File: src/logic/rv_pkg.sv
`default_nettype none

package rv_pkg;

  // data and address words
  typedef logic [31:0] word_t;

  // architectural register index
  typedef logic [4:0] reg_idx_t;

  // major opcode field, inst[6:0]
  typedef logic [6:0] opcode_t;

  localparam opcode_t OP_R      = 7'b0110011;
  localparam opcode_t OP_I      = 7'b0010011;
  localparam opcode_t OP_LUI    = 7'b0110111;
  localparam opcode_t OP_AUIPC  = 7'b0010111;
  localparam opcode_t OP_LOAD   = 7'b0000011;
  localparam opcode_t OP_STORE  = 7'b0100011;
  localparam opcode_t OP_BRANCH = 7'b1100011;
  localparam opcode_t OP_JAL    = 7'b1101111;
  localparam opcode_t OP_JALR   = 7'b1100111;

  typedef enum logic [3:0] {
    ALU_ADD,
    ALU_SUB,
    ALU_AND,
    ALU_OR,
    ALU_XOR,
    ALU_SLT,
    ALU_SLTU,
    ALU_PASS_B
  } alu_op_e;

  // writeback source
  typedef enum logic [1:0] {
    RES_ALU,
    RES_MEM,
    RES_PC_PLUS4
  } result_src_e;

  // next pc choice, decided in execute
  typedef enum logic [1:0] {
    PC_PLUS4,
    PC_BRANCH,
    PC_JALR
  } pc_src_e;

  typedef enum logic [2:0] {
    IMM_I,
    IMM_S,
    IMM_B,
    IMM_U,
    IMM_J
  } imm_src_e;

  // execute operand forwarding
  typedef enum logic [1:0] {
    FWD_REG,
    FWD_FROM_MEM,
    FWD_FROM_WB
  } fwd_sel_e;

endpackage

`default_nettype wire

File: src/logic/rv_regfile.sv
`timescale 1ns/1ps
`default_nettype none

module rv_regfile import rv_pkg::*; (
  input  logic     clk,
  input  reg_idx_t ra1,
  input  reg_idx_t ra2,
  input  reg_idx_t wa,
  input  logic     we,
  input  word_t    wd,
  output word_t    rd1,
  output word_t    rd2
);

  // x0 has no storage
  word_t regs [1:31];

  always_ff @(posedge clk) begin
    if (we && wa != '0) begin
      regs[wa] <= wd;
    end
  end

  // write-before-read lets decode see the value written back this cycle
  assign rd1 = (ra1 == '0) ? '0 : (we && wa == ra1) ? wd : regs[ra1];
  assign rd2 = (ra2 == '0) ? '0 : (we && wa == ra2) ? wd : regs[ra2];

  // a write to x0 leaves every register as it was
  property p_x0_zero;
    @(posedge clk) (we && wa == '0) |=>
      (ra1 != $past(ra1) || (we && wa == ra1) || rd1 === $past(rd1)) &&
      (ra2 != $past(ra2) || (we && wa == ra2) || rd2 === $past(rd2));
  endproperty
  a_x0_zero: assert property (p_x0_zero) else $error("write to x0 changed a register read");

endmodule

`default_nettype wire

File: src/logic/rv_alu.sv
`timescale 1ns/1ps
`default_nettype none

module rv_alu import rv_pkg::*; (
  input  word_t   a,
  input  word_t   b,
  input  alu_op_e op,
  output word_t   y,
  output logic    zero,
  output logic    neg,
  output logic    neg_unsigned
);

  // extra bit keeps the borrow of a - b
  logic [32:0] diff;
  logic        lt_signed;

  assign diff = {1'b0, a} - {1'b0, b};

  // signed less-than, overflow corrected when the signs differ
  assign lt_signed = (a[31] ^ b[31]) ? a[31] : diff[31];

  // flags for branch resolution
  assign zero         = (diff[31:0] == '0);
  assign neg          = lt_signed;
  assign neg_unsigned = diff[32];

  always_comb begin
    unique case (op)
      ALU_ADD:    y = a + b;
      ALU_SUB:    y = diff[31:0];
      ALU_AND:    y = a & b;
      ALU_OR:     y = a | b;
      ALU_XOR:    y = a ^ b;
      ALU_SLT:    y = {31'b0, lt_signed};
      ALU_SLTU:   y = {31'b0, diff[32]};
      ALU_PASS_B: y = b;
      default:    y = '0;
    endcase
  end

endmodule

`default_nettype wire

File: src/logic/rv_datapath.sv
`timescale 1ns/1ps
`default_nettype none

module rv_datapath import rv_pkg::*; #(
  parameter word_t RESET_PC = '0
) (
  input  logic        clk,
  input  logic        rst,
  input  word_t       idt,
  input  word_t       ddt_in,
  input  imm_src_e    imm_src,
  input  alu_op_e     alu_op,
  input  logic        alu_src,
  input  logic        a_src_pc,
  input  pc_src_e     pc_src,
  input  result_src_e result_src,
  input  logic        reg_write,
  input  fwd_sel_e    fwd_a,
  input  fwd_sel_e    fwd_b,
  input  logic        f_stall,
  input  logic        d_stall,
  input  logic        d_flush,
  input  logic        e_flush,
  output word_t       iad,
  output word_t       dad,
  output word_t       ddt_out,
  output word_t       d_inst,
  output logic        zero,
  output logic        neg,
  output logic        neg_unsigned,
  output reg_idx_t    d_rs1,
  output reg_idx_t    d_rs2,
  output reg_idx_t    e_rs1,
  output reg_idx_t    e_rs2,
  output reg_idx_t    e_rd,
  output reg_idx_t    m_rd,
  output reg_idx_t    w_rd
);

  word_t pc, pc_plus4, pc_target;
  word_t d_pc, d_pc4, d_rd1, d_rd2, d_imm;
  word_t e_pc, e_pc4, e_rd1, e_rd2, e_imm;
  word_t e_fa, e_fb, alu_a, alu_b, e_alu_y;
  word_t m_alu_y, m_wdata, m_pc4;
  word_t w_alu_y, w_rdata, w_pc4, w_result;

  function automatic word_t fwd_mux(fwd_sel_e sel, word_t reg_val, word_t mem_val,
                                    word_t wb_val);
    unique case (sel)
      FWD_FROM_MEM: return mem_val;
      FWD_FROM_WB:  return wb_val;
      default:      return reg_val;
    endcase
  endfunction

  // fetch, a redirect from execute wins over a stall
  assign pc_plus4 = pc + 32'd4;
  assign iad      = pc;

  always_ff @(posedge clk) begin
    if (rst) begin
      pc <= RESET_PC;
    end else if (pc_src != PC_PLUS4) begin
      pc <= pc_target;
    end else if (!f_stall) begin
      pc <= pc_plus4;
    end
  end

  // all-zero word decodes as a bubble
  always_ff @(posedge clk) begin
    if (rst || d_flush) begin
      d_inst <= '0;
    end else if (!d_stall) begin
      d_inst <= idt;
    end
  end

  always_ff @(posedge clk) begin
    if (!d_stall) begin
      d_pc  <= pc;
      d_pc4 <= pc_plus4;
    end
  end

  // decode
  assign d_rs1 = d_inst[19:15];
  assign d_rs2 = d_inst[24:20];

  rv_regfile regfile (
    .clk(clk),
    .ra1(d_rs1), .ra2(d_rs2),
    .wa(w_rd), .we(reg_write), .wd(w_result),
    .rd1(d_rd1), .rd2(d_rd2)
  );

  always_comb begin
    unique case (imm_src)
      IMM_S:   d_imm = {{20{d_inst[31]}}, d_inst[31:25], d_inst[11:7]};
      IMM_B:   d_imm = {{19{d_inst[31]}}, d_inst[31], d_inst[7], d_inst[30:25],
                        d_inst[11:8], 1'b0};
      IMM_U:   d_imm = {d_inst[31:12], 12'b0};
      IMM_J:   d_imm = {{11{d_inst[31]}}, d_inst[31], d_inst[19:12], d_inst[20],
                        d_inst[30:21], 1'b0};
      default: d_imm = {{20{d_inst[31]}}, d_inst[31:20]};
    endcase
  end

  always_ff @(posedge clk) begin
    if (rst || e_flush) begin
      e_rs1 <= '0;
      e_rs2 <= '0;
      e_rd  <= '0;
    end else begin
      e_rs1 <= d_rs1;
      e_rs2 <= d_rs2;
      e_rd  <= d_inst[11:7];
    end
  end

  always_ff @(posedge clk) begin
    e_pc  <= d_pc;
    e_pc4 <= d_pc4;
    e_rd1 <= d_rd1;
    e_rd2 <= d_rd2;
    e_imm <= d_imm;
  end

  // execute
  assign e_fa  = fwd_mux(fwd_a, e_rd1, m_alu_y, w_result);
  assign e_fb  = fwd_mux(fwd_b, e_rd2, m_alu_y, w_result);
  assign alu_a = a_src_pc ? e_pc : e_fa;
  assign alu_b = alu_src ? e_imm : e_fb;

  rv_alu alu (
    .a(alu_a), .b(alu_b), .op(alu_op), .y(e_alu_y),
    .zero(zero), .neg(neg), .neg_unsigned(neg_unsigned)
  );

  // jalr target is rs1 + imm from the alu with bit 0 cleared
  assign pc_target = (pc_src == PC_JALR) ? {e_alu_y[31:1], 1'b0} : e_pc + e_imm;

  always_ff @(posedge clk) begin
    if (rst) begin
      m_rd <= '0;
      w_rd <= '0;
    end else begin
      m_rd <= e_rd;
      w_rd <= m_rd;
    end
  end

  always_ff @(posedge clk) begin
    m_alu_y <= e_alu_y;
    m_wdata <= e_fb;
    m_pc4   <= e_pc4;
    w_alu_y <= m_alu_y;
    w_rdata <= ddt_in;
    w_pc4   <= m_pc4;
  end

  // memory
  assign dad     = m_alu_y;
  assign ddt_out = m_wdata;

  // writeback
  always_comb begin
    unique case (result_src)
      RES_MEM:      w_result = w_rdata;
      RES_PC_PLUS4: w_result = w_pc4;
      default:      w_result = w_alu_y;
    endcase
  end

endmodule

`default_nettype wire

File: src/logic/rv_controller.sv
`timescale 1ns/1ps
`default_nettype none

module rv_controller import rv_pkg::*; (
  input  logic        clk,
  input  logic        rst,
  input  word_t       d_inst,
  input  logic        zero,
  input  logic        neg,
  input  logic        neg_unsigned,
  input  logic        e_flush,
  output imm_src_e    imm_src,
  output alu_op_e     alu_op,
  output logic        alu_src,
  output logic        a_src_pc,
  output pc_src_e     pc_src,
  output logic        mreq,
  output logic        write,
  output result_src_e e_result_src,
  output result_src_e m_result_src,
  output result_src_e w_result_src,
  output logic        e_reg_write,
  output logic        m_reg_write,
  output logic        w_reg_write
);

  opcode_t     opcode;
  logic [2:0]  funct3;
  logic        d_reg_write, d_mem_req, d_mem_write;
  logic        d_branch, d_jal, d_jalr, d_alu_src, d_a_src_pc;
  alu_op_e     d_alu_op;
  result_src_e d_result_src;
  logic        e_mem_req, e_mem_write, e_branch, e_jal, e_jalr;
  logic [2:0]  e_funct3;
  logic        m_mem_req, m_mem_write;
  logic        taken;

  // shared by register and immediate arithmetic
  function automatic alu_op_e alu_dec(logic [2:0] f3, logic sub);
    unique case (f3)
      3'b000:  return sub ? ALU_SUB : ALU_ADD;
      3'b010:  return ALU_SLT;
      3'b011:  return ALU_SLTU;
      3'b100:  return ALU_XOR;
      3'b110:  return ALU_OR;
      3'b111:  return ALU_AND;
      default: return ALU_ADD;
    endcase
  endfunction

  assign opcode = d_inst[6:0];
  assign funct3 = d_inst[14:12];

  // unknown opcodes decode as a bubble
  always_comb begin
    d_reg_write  = 1'b0;
    d_result_src = RES_ALU;
    d_mem_req    = 1'b0;
    d_mem_write  = 1'b0;
    d_branch     = 1'b0;
    d_jal        = 1'b0;
    d_jalr       = 1'b0;
    d_alu_op     = ALU_ADD;
    d_alu_src    = 1'b1;
    d_a_src_pc   = 1'b0;
    imm_src      = IMM_I;
    unique case (opcode)
      OP_R: begin
        d_reg_write = 1'b1;
        d_alu_src   = 1'b0;
        d_alu_op    = alu_dec(funct3, d_inst[30]);
      end
      OP_I: begin
        d_reg_write = 1'b1;
        d_alu_op    = alu_dec(funct3, 1'b0);
      end
      OP_LUI: begin
        d_reg_write = 1'b1;
        d_alu_op    = ALU_PASS_B;
        imm_src     = IMM_U;
      end
      OP_AUIPC: begin
        d_reg_write = 1'b1;
        d_a_src_pc  = 1'b1;
        imm_src     = IMM_U;
      end
      OP_LOAD: begin
        d_reg_write  = 1'b1;
        d_result_src = RES_MEM;
        d_mem_req    = 1'b1;
      end
      OP_STORE: begin
        d_mem_req   = 1'b1;
        d_mem_write = 1'b1;
        imm_src     = IMM_S;
      end
      OP_BRANCH: begin
        d_branch  = 1'b1;
        d_alu_src = 1'b0;
        d_alu_op  = ALU_SUB;
        imm_src   = IMM_B;
      end
      OP_JAL: begin
        d_reg_write  = 1'b1;
        d_result_src = RES_PC_PLUS4;
        d_jal        = 1'b1;
        imm_src      = IMM_J;
      end
      OP_JALR: begin
        d_reg_write  = 1'b1;
        d_result_src = RES_PC_PLUS4;
        d_jalr       = 1'b1;
      end
      default: ;
    endcase
  end

  // decode/execute control that a flush clears to a bubble
  always_ff @(posedge clk) begin
    if (rst || e_flush) begin
      e_reg_write  <= 1'b0;
      e_result_src <= RES_ALU;
      e_mem_req    <= 1'b0;
      e_mem_write  <= 1'b0;
      e_branch     <= 1'b0;
      e_jal        <= 1'b0;
      e_jalr       <= 1'b0;
      e_funct3     <= '0;
      alu_op       <= ALU_ADD;
      alu_src      <= 1'b0;
      a_src_pc     <= 1'b0;
    end else begin
      e_reg_write  <= d_reg_write;
      e_result_src <= d_result_src;
      e_mem_req    <= d_mem_req;
      e_mem_write  <= d_mem_write;
      e_branch     <= d_branch;
      e_jal        <= d_jal;
      e_jalr       <= d_jalr;
      e_funct3     <= funct3;
      alu_op       <= d_alu_op;
      alu_src      <= d_alu_src;
      a_src_pc     <= d_a_src_pc;
    end
  end

  // branch condition from the a - b flags
  always_comb begin
    unique case (e_funct3)
      3'b000:  taken = zero;
      3'b001:  taken = !zero;
      3'b100:  taken = neg;
      3'b101:  taken = !neg;
      3'b110:  taken = neg_unsigned;
      3'b111:  taken = !neg_unsigned;
      default: taken = 1'b0;
    endcase
  end

  assign pc_src = e_jalr ? PC_JALR :
                  (e_jal || (e_branch && taken)) ? PC_BRANCH : PC_PLUS4;

  always_ff @(posedge clk) begin
    if (rst) begin
      m_reg_write  <= 1'b0;
      m_result_src <= RES_ALU;
      m_mem_req    <= 1'b0;
      m_mem_write  <= 1'b0;
      w_reg_write  <= 1'b0;
      w_result_src <= RES_ALU;
    end else begin
      m_reg_write  <= e_reg_write;
      m_result_src <= e_result_src;
      m_mem_req    <= e_mem_req;
      m_mem_write  <= e_mem_write;
      w_reg_write  <= m_reg_write;
      w_result_src <= m_result_src;
    end
  end

  assign mreq  = m_mem_req;
  assign write = m_mem_write;

  // a store strobe always comes with mreq
  a_store_strobe: assert property (@(posedge clk) disable iff (rst) write |-> mreq)
    else $error("write strobe without mreq");

endmodule

`default_nettype wire

File: src/logic/rv_hazard.sv
`timescale 1ns/1ps
`default_nettype none

module rv_hazard import rv_pkg::*; (
  input  reg_idx_t    d_rs1,
  input  reg_idx_t    d_rs2,
  input  reg_idx_t    e_rs1,
  input  reg_idx_t    e_rs2,
  input  reg_idx_t    e_rd,
  input  reg_idx_t    m_rd,
  input  reg_idx_t    w_rd,
  input  pc_src_e     pc_src,
  input  result_src_e e_result_src,
  input  result_src_e m_result_src,
  input  logic        e_reg_write,
  input  logic        m_reg_write,
  input  logic        w_reg_write,
  output fwd_sel_e    fwd_a,
  output fwd_sel_e    fwd_b,
  output logic        f_stall,
  output logic        d_stall,
  output logic        d_flush,
  output logic        e_flush
);

  logic lw_stall;
  logic redirect;

  // memory stage wins but only holds alu results ready to forward
  function automatic fwd_sel_e fwd_pick(reg_idx_t rs);
    if (m_reg_write && m_rd != '0 && m_rd == rs && m_result_src == RES_ALU) begin
      return FWD_FROM_MEM;
    end
    if (w_reg_write && w_rd != '0 && w_rd == rs) begin
      return FWD_FROM_WB;
    end
    return FWD_REG;
  endfunction

  always_comb begin
    fwd_a = fwd_pick(e_rs1);
    fwd_b = fwd_pick(e_rs2);
  end

  // load in execute feeding decode
  assign lw_stall = e_reg_write && e_result_src == RES_MEM && e_rd != '0 &&
                    (e_rd == d_rs1 || e_rd == d_rs2);

  assign redirect = (pc_src != PC_PLUS4);

  assign f_stall = lw_stall;
  assign d_stall = lw_stall;
  assign d_flush = redirect;
  assign e_flush = lw_stall || redirect;

  // a load and a branch never sit in execute together
  always_comb begin
    assert (!(d_stall && d_flush)) else $error("decode stalled and flushed together");
  end

endmodule

`default_nettype wire

File: src/logic/rv_core.sv
`timescale 1ns/1ps
`default_nettype none

module rv_core import rv_pkg::*; #(
  parameter word_t RESET_PC = '0
) (
  input  logic  clk,
  input  logic  rst,
  output word_t iad,
  input  word_t idt,
  output word_t dad,
  output logic  mreq,
  output logic  write,
  output word_t ddt_out,
  input  word_t ddt_in
);

  // datapath to controller and hazard unit
  word_t       d_inst;
  logic        e_zero, e_neg, e_neg_unsigned;
  reg_idx_t    d_rs1, d_rs2, e_rs1, e_rs2, e_rd, m_rd, w_rd;

  // controller outputs
  imm_src_e    d_imm_src;
  alu_op_e     e_alu_op;
  logic        e_alu_src, e_a_src_pc;
  pc_src_e     e_pc_src;
  result_src_e e_result_src, m_result_src, w_result_src;
  logic        e_reg_write, m_reg_write, w_reg_write;

  // hazard unit outputs
  fwd_sel_e    e_fwd_a, e_fwd_b;
  logic        f_stall, d_stall, d_flush, e_flush;

  rv_datapath #(
    .RESET_PC(RESET_PC)
  ) datapath (
    .clk(clk), .rst(rst),
    .idt(idt), .ddt_in(ddt_in),
    .imm_src(d_imm_src),
    .alu_op(e_alu_op), .alu_src(e_alu_src), .a_src_pc(e_a_src_pc), .pc_src(e_pc_src),
    .result_src(w_result_src), .reg_write(w_reg_write),
    .fwd_a(e_fwd_a), .fwd_b(e_fwd_b),
    .f_stall(f_stall), .d_stall(d_stall), .d_flush(d_flush), .e_flush(e_flush),
    .iad(iad), .dad(dad), .ddt_out(ddt_out),
    .d_inst(d_inst),
    .zero(e_zero), .neg(e_neg), .neg_unsigned(e_neg_unsigned),
    .d_rs1(d_rs1), .d_rs2(d_rs2), .e_rs1(e_rs1), .e_rs2(e_rs2),
    .e_rd(e_rd), .m_rd(m_rd), .w_rd(w_rd)
  );

  rv_controller controller (
    .clk(clk), .rst(rst),
    .d_inst(d_inst),
    .zero(e_zero), .neg(e_neg), .neg_unsigned(e_neg_unsigned),
    .e_flush(e_flush),
    .imm_src(d_imm_src),
    .alu_op(e_alu_op), .alu_src(e_alu_src), .a_src_pc(e_a_src_pc), .pc_src(e_pc_src),
    .mreq(mreq), .write(write),
    .e_result_src(e_result_src), .m_result_src(m_result_src), .w_result_src(w_result_src),
    .e_reg_write(e_reg_write), .m_reg_write(m_reg_write), .w_reg_write(w_reg_write)
  );

  rv_hazard hazard (
    .d_rs1(d_rs1), .d_rs2(d_rs2), .e_rs1(e_rs1), .e_rs2(e_rs2),
    .e_rd(e_rd), .m_rd(m_rd), .w_rd(w_rd),
    .pc_src(e_pc_src),
    .e_result_src(e_result_src), .m_result_src(m_result_src),
    .e_reg_write(e_reg_write), .m_reg_write(m_reg_write), .w_reg_write(w_reg_write),
    .fwd_a(e_fwd_a), .fwd_b(e_fwd_b),
    .f_stall(f_stall), .d_stall(d_stall), .d_flush(d_flush), .e_flush(e_flush)
  );

endmodule

`default_nettype wire

File: config.mk
export PLATFORM = sky130hd
export DESIGN_NAME = rv_core
export DESIGN_NICKNAME = d
export VERILOG_FILES = /design/src/logic/rv_pkg.sv /design/src/logic/rv_regfile.sv /design/src/logic/rv_alu.sv /design/src/logic/rv_datapath.sv /design/src/logic/rv_controller.sv /design/src/logic/rv_hazard.sv /design/src/logic/rv_core.sv
export SDC_FILE = /design/constraint.sdc
export NUM_CORES = 2
export LEC_CHECK = 0
export BUFFER_PORTS_ARGS = -buffer_cell sky130_fd_sc_hd__clkbuf_2
export CAP_MARGIN = 20
export CORE_MARGIN = 1
export CORE_UTILIZATION = 45
export DETAILED_ROUTE_END_ITERATION = 10
export GPL_ROUTABILITY_DRIVEN = 0
export PLACE_DENSITY = 0.69
export REMOVE_ABC_BUFFERS = 1
export SLEW_MARGIN = 25
export SYNTH_ARGS = -nofsm -noshare
export SYNTH_HDL_FRONTEND = slang
export SYNTH_SLANG_ARGS = --single-unit
File: constraint.sdc
create_clock -name clk -period 7.7 [get_ports clk]
set_input_delay 1.54 -clock clk [delete_from_list [all_inputs] [get_ports clk]]
set_output_delay 1.54 -clock clk [all_outputs]
set_load 0.03 [all_outputs]
Word level (Yosys, flattened, before mapping):

Memories as Yosys holds them, arrays and structs flattened. A register that Yosys moved wholly into a read port is not among the register bits.
Index checks and enable logic that the tools add are counted.

* $add $sub $neg: 4
* eq/ne operators: 45
* multiplexer cells: 44
* bitwise operators: 4
* reductions and logical operators: 36

Operators with widths (count)
* 32-bit one-hot mux with 8 select lines: 1
* 32-bit one-hot mux with 2 select lines: 3
* 32-bit two-way mux: 5
* 31-bit one-hot mux with 4 select lines: 1
* 32-bit adder: 2
* 32-bit by 32-bit subtractor with 33-bit output: 1
* 32-bit by 3-bit adder with 32-bit output (second input constant): 1
* 32-bit AND: 1
* 32-bit logical NOT: 1
* 32-bit bitwise OR: 1
* 32-bit XOR: 1
* 5-bit equality test: 6
* 3-bit equality test (second input constant): 8
* 4-bit one-hot mux with 6 select lines: 1
* 7-bit by 6-bit equality test with 1-bit output (second input constant): 3
* 7-bit equality test (second input constant): 3
* 1-bit two-way mux: 19
* 2-bit two-way mux: 9
* 4-bit by 3-bit equality test with 1-bit output (second input constant): 4
* 4-bit one-hot mux with 4 select lines: 1
* 3-bit one-hot mux with 5 select lines: 1
* 5-bit nonzero test: 3
* 7-bit by 5-bit equality test with 1-bit output (second input constant): 2
* 3-bit by 2-bit equality test with 1-bit output (second input constant): 4
* 21 further kinds: 51

* flip-flop bits (word level): 466
* RAM bits: 992
* input bits: 66
* memories: 1

Memory list
* datapath.regfile.regs: words 31, width 32, read ports 2, clocked after Yosys merged registers in 2, wr ports 1, RTL line rv_regfile.sv:16 `word_t regs [1:31];`

Longest topological paths before layout:

* depth after elaboration: 22
* mapped depth: 36

Cells and area by module:

Synthesis repeated with hierarchy kept, for this count alone.

* cell total of the unflattened synthesis: 5581
* area total of the unflattened synthesis: 72341.9 µm²

By module, submodules not included
* rv_regfile: instances 1, cells an instance 2858, area each 47311.6 µm², seq. area each 29788.6 µm²
* rv_datapath: instances 1, cells an instance 1686, area each 17890.9 µm², seq. area each 10650.2 µm²
* rv_alu: instances 1, cells an instance 885, area each 5778.0 µm², seq. area each 0.0 µm²
* rv_controller: instances 1, cells an instance 96, area each 917.1 µm², seq. area each 480.5 µm²
* rv_hazard: instances 1, cells an instance 56, area each 444.2 µm², seq. area each 0.0 µm²

Least setup slack after synthesis:

OpenSTA, ideal clock, no wires.

* path kind: reg-to-reg
* from: register datapath.w_rd[1]
* to: register datapath.pc[12], in the netlist datapath.iad[12]
* data arrival time: 8.075 ns
* required time: 7.586 ns
* setup slack: -0.489 ns
* stages on the path, launching flop included: 33
* buffers on the path: 5
* clock period less this slack: 8.189 ns
* path through: dfxtp_1 buf_2 xnor2_1 nand3_1 nor4_1 clkbuf_1 buf_1 mux2i_1 o21ai_0 mux2i_1 inv_1 ha_1 clkbuf_1 nor4_1 nand2_1 o22a_1 a21oi_1 nand2b_1 a221o_1 a21o_1 a21oi_1 fa_1 nand3_1 a221oi_1 o2111ai_1 a2111oi_0 o211ai_1 or4b_1 or3_1 nand3_1 buf_2 mux2_1 a2111oi_0

* word-level cells in the longest chain between the ends: 21

Ends and longest elaborated chain
* from (decl): RTL line rv_datapath.sv:37 `output reg_idx_t w_rd`
* from (signal assigned): RTL line rv_datapath.sv:149 `w_rd <= m_rd;`
* 5-bit nonzero test: RTL line rv_hazard.sv:34 `if (w_reg_write && w_rd != '0 && w_rd == rs) begin`
* 1-bit logical AND: RTL line rv_hazard.sv:34
* 1-bit logical AND (*): RTL line rv_hazard.sv:34
* 1-bit two-way mux (2 in a row): RTL line rv_hazard.sv:34
* 2-bit two-way mux (*): RTL line rv_hazard.sv:37 `return FWD_REG;`
* 2-bit two-way mux (*): RTL line rv_hazard.sv:34
* 2-bit equality test / 2-bit by 1-bit equality test with 1-bit output (equally long branches): RTL line rv_datapath.sv:49 `unique case (sel)`
* 32-bit one-hot mux with 2 select lines (*): RTL line rv_datapath.sv:49
* net datapath.e_fb[16]: RTL line rv_datapath.sv:43 `word_t e_fa, e_fb, alu_a, alu_b, e_alu_y;`
* [4 not listed]
* 1-bit one-hot mux with 6 select lines (*): RTL line rv_controller.sv:149 `unique case (e_funct3)`
* 1-bit logical AND (*): RTL line rv_controller.sv:161 `(e_jal || (e_branch && taken)) ? PC_BRANCH : PC_PLUS4;`
* 1-bit logical OR (*): RTL line rv_controller.sv:161
* 1-bit two-way mux (*): RTL line rv_controller.sv:161
* 2-bit two-way mux (*): RTL line rv_controller.sv:160 `assign pc_src = e_jalr ? PC_JALR :`
* 2-bit equality test: RTL line rv_datapath.sv:141 `assign pc_target = (pc_src == PC_JALR) ? {e_alu_y[31:1], 1'b0} : e_pc + e_imm;`
* 32-bit two-way mux: RTL line rv_datapath.sv:141
* 32-bit two-way mux: RTL line rv_datapath.sv:63 `end else if (pc_src != PC_PLUS4) begin`
* to (signal assigned): RTL line rv_datapath.sv:64 `pc <= pc_target;`
* to (signal assigned): RTL line rv_datapath.sv:66 `pc <= pc_plus4;`
* to (decl): RTL line rv_datapath.sv:40 `word_t pc, pc_plus4, pc_target;`

Mark *: on every way through the listed nets, which the timed path passes. The rest lies on a longest branch. The select of a mux whose other input is x is not followed.
A chain may end at the register's enable or synchronous reset.

Worst setup path in the final report:

* from: register datapath.w_rd[3]
* to: register datapath.e_rs1[4]

* word-level cells in the longest chain between the ends: 21

Ends and longest elaborated chain
* 5-bit nonzero test: RTL line rv_hazard.sv:34
* 1-bit logical AND: RTL line rv_hazard.sv:34
* 1-bit logical AND (*): RTL line rv_hazard.sv:34
* 1-bit two-way mux (2 in a row): RTL line rv_hazard.sv:34
* 2-bit two-way mux (*): RTL line rv_hazard.sv:37
* 2-bit two-way mux (*): RTL line rv_hazard.sv:34
* 2-bit equality test / 2-bit by 1-bit equality test with 1-bit output (equally long branches): RTL line rv_datapath.sv:49
* 32-bit one-hot mux with 2 select lines (*): RTL line rv_datapath.sv:49
* net datapath.e_fb[5]: RTL line rv_datapath.sv:43
* [4 not listed]
* 1-bit one-hot mux with 6 select lines (*): RTL line rv_controller.sv:149
* 1-bit logical AND (*): RTL line rv_controller.sv:161
* 1-bit logical OR (*): RTL line rv_controller.sv:161
* 1-bit two-way mux (*): RTL line rv_controller.sv:161
* 2-bit two-way mux (*): RTL line rv_controller.sv:160
* 2-bit nonzero test (*): RTL line rv_hazard.sv:49 `assign redirect = (pc_src != PC_PLUS4);`
* 1-bit logical OR (*): RTL line rv_hazard.sv:54 `assign e_flush = lw_stall || redirect;`
* 1-bit logical OR (*): RTL line rv_datapath.sv:110 `if (rst || e_flush) begin`
* to (signal assigned): RTL line rv_datapath.sv:115 `e_rs1 <= d_rs1;`
* to (decl): RTL line rv_datapath.sv:33 `output reg_idx_t e_rs1,`

Marked as above.

==> results.tsv <==
stage	metric	value	unit
detailed_routing	vias	49800	
setup_path	cpMaxStageDelayCell	or4b_4	
logic_synthesis	yosys-top-cells-area	edfxtp_1, mux4_2, dfxtp_1, mux2i_1, ha_1	
floorplan	initial_core_util	45.3	%
logic_synthesis	ys_seq_area_share	57.9	%
setup_path	crit_required	8.43	ns
final_layout	drive_gt1_share	27.0	%
setup_path	crit_family	compound AO/OA/AOI/OAI gates	
outcome	status	complete, no violations	
detailed_routing	drcViolationCount	0	
logic_synthesis	synthesis.area	70700	µm²
power_and_ir_drop	seq_power_share	46.6	%
timing	setup_tns	0	ns
final_layout	fin_util	52.3	%
detailed_routing	postRouteAntennaNets	0	
timing	hold_violations	0	
final_layout	fin_nets	5554	
logic_synthesis	synth_cell_types	89	
logic_synthesis	yosys_most_used_dff	edfxtp_1	
grt	grt_antenna_before_repair	8	
logic_synthesis	synth_top_area_share	44.8	%
timing	clock_skew	0.0334	ns
grt	grt_max_degree	118	
detailed_routing	via_per_inst	6.61	
power_and_ir_drop	power.density	262	nW/µm²
final_layout	fillers	12700	
logic_synthesis	avgSynthCellArea	14.0	µm²
placed_design	place_ws	-0.276	ns
setup_path	crit_path_start_kind	register	
detailed_routing	drt-initial-drc-count	7270	
logic_synthesis	synth_edf_count	1054	
timing	min_period	7.51	ns
run	cap_violations	0	
clocking	cts_buffer_depth	3	
floorplan	dieArea	159000	µm²
floorplan	die_width	398	µm
detailed_routing	first_pass_iters	8	
clocking	cts-hold-fix-buffers	0	
power_and_ir_drop	switchingPower	6170	µW
power_and_ir_drop	intPower	15200	µW
floorplan	core	156000	µm²
detailed_routing	wl_per_cell	31.8	µm
timing	max_freq	133	MHz
clocking	clkLatencyLatePin	0.80	ns
placed_design	hpwl	150000	µm
setup_path	crit_buf_inv	8	
setup_path	cp_slowest_stage_delay	0.53	ns
power_and_ir_drop	p_clk_share	35.6	%
clocking	clock-sinks	1517	
setup_path	crit_type	register to register	
clocking	cts_tree	yes	
logic_synthesis	syn_inst	5037	
timing	setup_ws	0.189	ns
hold_path	min_path_type	register to register	
setup_path	critPathArrivalTime	8.24	ns
grt	grt_pass1_vias	48800	
power_and_ir_drop	p_comb_share	17.8	%
placed_design	port-buffer-count	163	
grt	overflow	0	
logic_synthesis	synthArstFlopShare	0	%
hold_path	whs_path_depth	0	
floorplan	io_pins	164	
setup_path	worst-path-stages	34	
timing	relSlewSlack	21.8	%
setup_path	end_kind	register	
grt	grtUsageTotal	29.8	%
timing	tightest_slew	1.17	ns
setup_path	reg2regPathDepth	34	
timing	finalMaxSlewViolations	0	
setup_path	cp_max_fo	18	
clocking	cts-root-buf	clkbuf_16	
clocking	clkSlewWorstSetupHoldPaths	0.06	ns
logic_synthesis	ys_ff_latch	1517	
logic_synthesis	yosysTopAreaCell	edfxtp_1	
grt	grt_pass1_wl	340000	µm
clocking	cts_made_buffers	152	
logic_synthesis	synth_warnings	0	
timing	setup_viol	0	
final_layout	area_delta_synth_final	15.4	%
power_and_ir_drop	swShare	28.8	%
clocking	htreeDepth	4	
floorplan	rows	145	
timing	post-route-period-util	97.5	%
floorplan	die_y	398	µm
power_and_ir_drop	ir_drop	257	µV
power_and_ir_drop	p_leak	0.0285	µW
detailed_routing	wl	240000	µm
## cells in the final DEF (no fill, tap or decap), types with 21 or more instances in the layout
master     Yosys  final
nor2_4         1     33
a22oi_1       42     42
buf_4          5    322
and2_1        26     26
clkbuf_1     244     33
clkinv_1       3     24
a31oi_1       22     22
a21o_1        74     74
o21ai_0      174    164
nor2_1       318    287
mux4_2       435    435
mux2_2       132    133
and3_1        22     21
nor2b_1       75     71
inv_1        114    114
nand2_1      228    226
xor2_1        56     56
clkbuf_2       0    163
a221oi_1     109    107
xnor2_1       98     98
o221ai_1      34     34
o21ai_2        1     37
edfxtp_1    1054   1054
ha_1         130    127
mux2i_1      264    262
clkbuf_16      0    160
a211oi_1      52     49
a21oi_1      241    240
nor3_1       111    105
nand3_1       60     57
o211ai_1      40     40
dfxtp_1      463    448
## through the flow
step	instance area, µm²	power (µW)	hold WS (ns)	std cells
finish	81600	21400	0.322	7542
global route	81600	21900	0.329	7539
CTS	81100	21300	0.326	7520
detailed placement	76000	13700	0.312	7241
global placement	76000	13700	0.310	7240
floorplan	69400	12300	0.310	4686
## state kept, by name (all words and copies together), names as in the netlist, 32 cells and up
signal and flops:
datapath.d_inst 32, datapath.d_pc4 32, datapath.dad 32, datapath.ddt_out 32, datapath.e_imm 32, datapath.e_pc 32, datapath.e_rd1 32, datapath.e_rd2 32
datapath.iad 32, datapath.m_pc4 32, datapath.regfile.regs 992, datapath.w_alu_y 32, datapath.w_pc4 32, datapath.w_rdata 32
## power by group through the flow
stage | logic, µW | registers (µW) | clock network, µW
after global placement | 3590 | 10100 | 0
after detailed placement | 3640 | 10100 | 0
final | 3820 | 9960 | 7610
after CTS | 3670 | 9940 | 7650
after floorplan | 2030 | 10200 | 0
after global routing | 4000 | 9960 | 7980
## layer usage
| metal | up-vias | GRT usage (%) | part of all wire, % |
|---|---|---|---|
| met5 | - | 0 | 0.0096 |
| met4 | 4 | 15.0 | 5.8 |
| met3 | 787 | 8.49 | 13 |
| met2 | 3737 | 43.6 | 43 |
| met1 | 24900 | 40.5 | 38 |
| li1 | 20300 | - | - |
## worst paths after layout
check | end | slack (ns) | start
worst min register to register | datapath.w_pc4[30] | 0.32 | datapath.m_pc4[30]
worst max register to register | datapath.e_rs1[4] | 0.19 | datapath.w_rd[3]
worst min-delay path | datapath.w_pc4[30] | 0.32 | datapath.m_pc4[30]
worst max-delay path | datapath.e_rs1[4] | 0.19 | datapath.w_rd[3]
## kinds of logic after synthesis
group                    count (synthesis)  share of synthesized area (%)
adder cells (fa/ha/maj)                134                           2.41
AO/OA/AOI/OAI                          972                           9.18
AND/OR/NAND/NOR                        947                           6.24
XOR/XNOR                               154                           1.91
buffers and inverters                  475                           2.58
multiplexers                           838                           19.8
flip-flops                            1517                           57.9
## timing repair
item	4_1_cts	5_1_grt
gates cloned	0	2
gates resized for setup	12	65
setup endpoints to repair	53	95
buffers inserted	0	15
pin swaps	0	18
## layout make-up
cell class / instances / area [µm²] / share of cell area, %
clock buffer: 200 / 4200 / 5.14
inverter: 124 / 467 / 0.572
clock inverter: 79 / 911 / 1.12
timing repair buffer: 514 / 3720 / 4.56
sequential: 1517 / 41000 / 50.2
antenna: 5 / 12.5 / 0.0153
tap: 2058 / 2570 / 3.16
multi-input combinational: 3045 / 28700 / 35.2
## synth_stat cells (all sizes together) (22+ instances only)
| cell | number |
|---|---|
| edfxtp | 1054 |
| dfxtp | 463 |
| mux4 | 435 |
| nor2 | 321 |
| mux2i | 264 |
| a21oi | 244 |
| clkbuf | 244 |
| nand2 | 228 |
| o21ai | 211 |
| mux2 | 139 |
| ha | 130 |
| inv | 121 |
| nor3 | 111 |
| a221oi | 109 |
| buf | 107 |
| xnor2 | 98 |
| nor2b | 75 |
| a21o | 74 |
| nand3 | 60 |
| xor2 | 56 |
| a211oi | 53 |
| a22oi | 42 |
| o211ai | 41 |
| o221ai | 34 |
| and2 | 26 |
| nor4 | 23 |
| a31oi | 22 |
| and3 | 22 |
(Power assumes the default switching activity.)
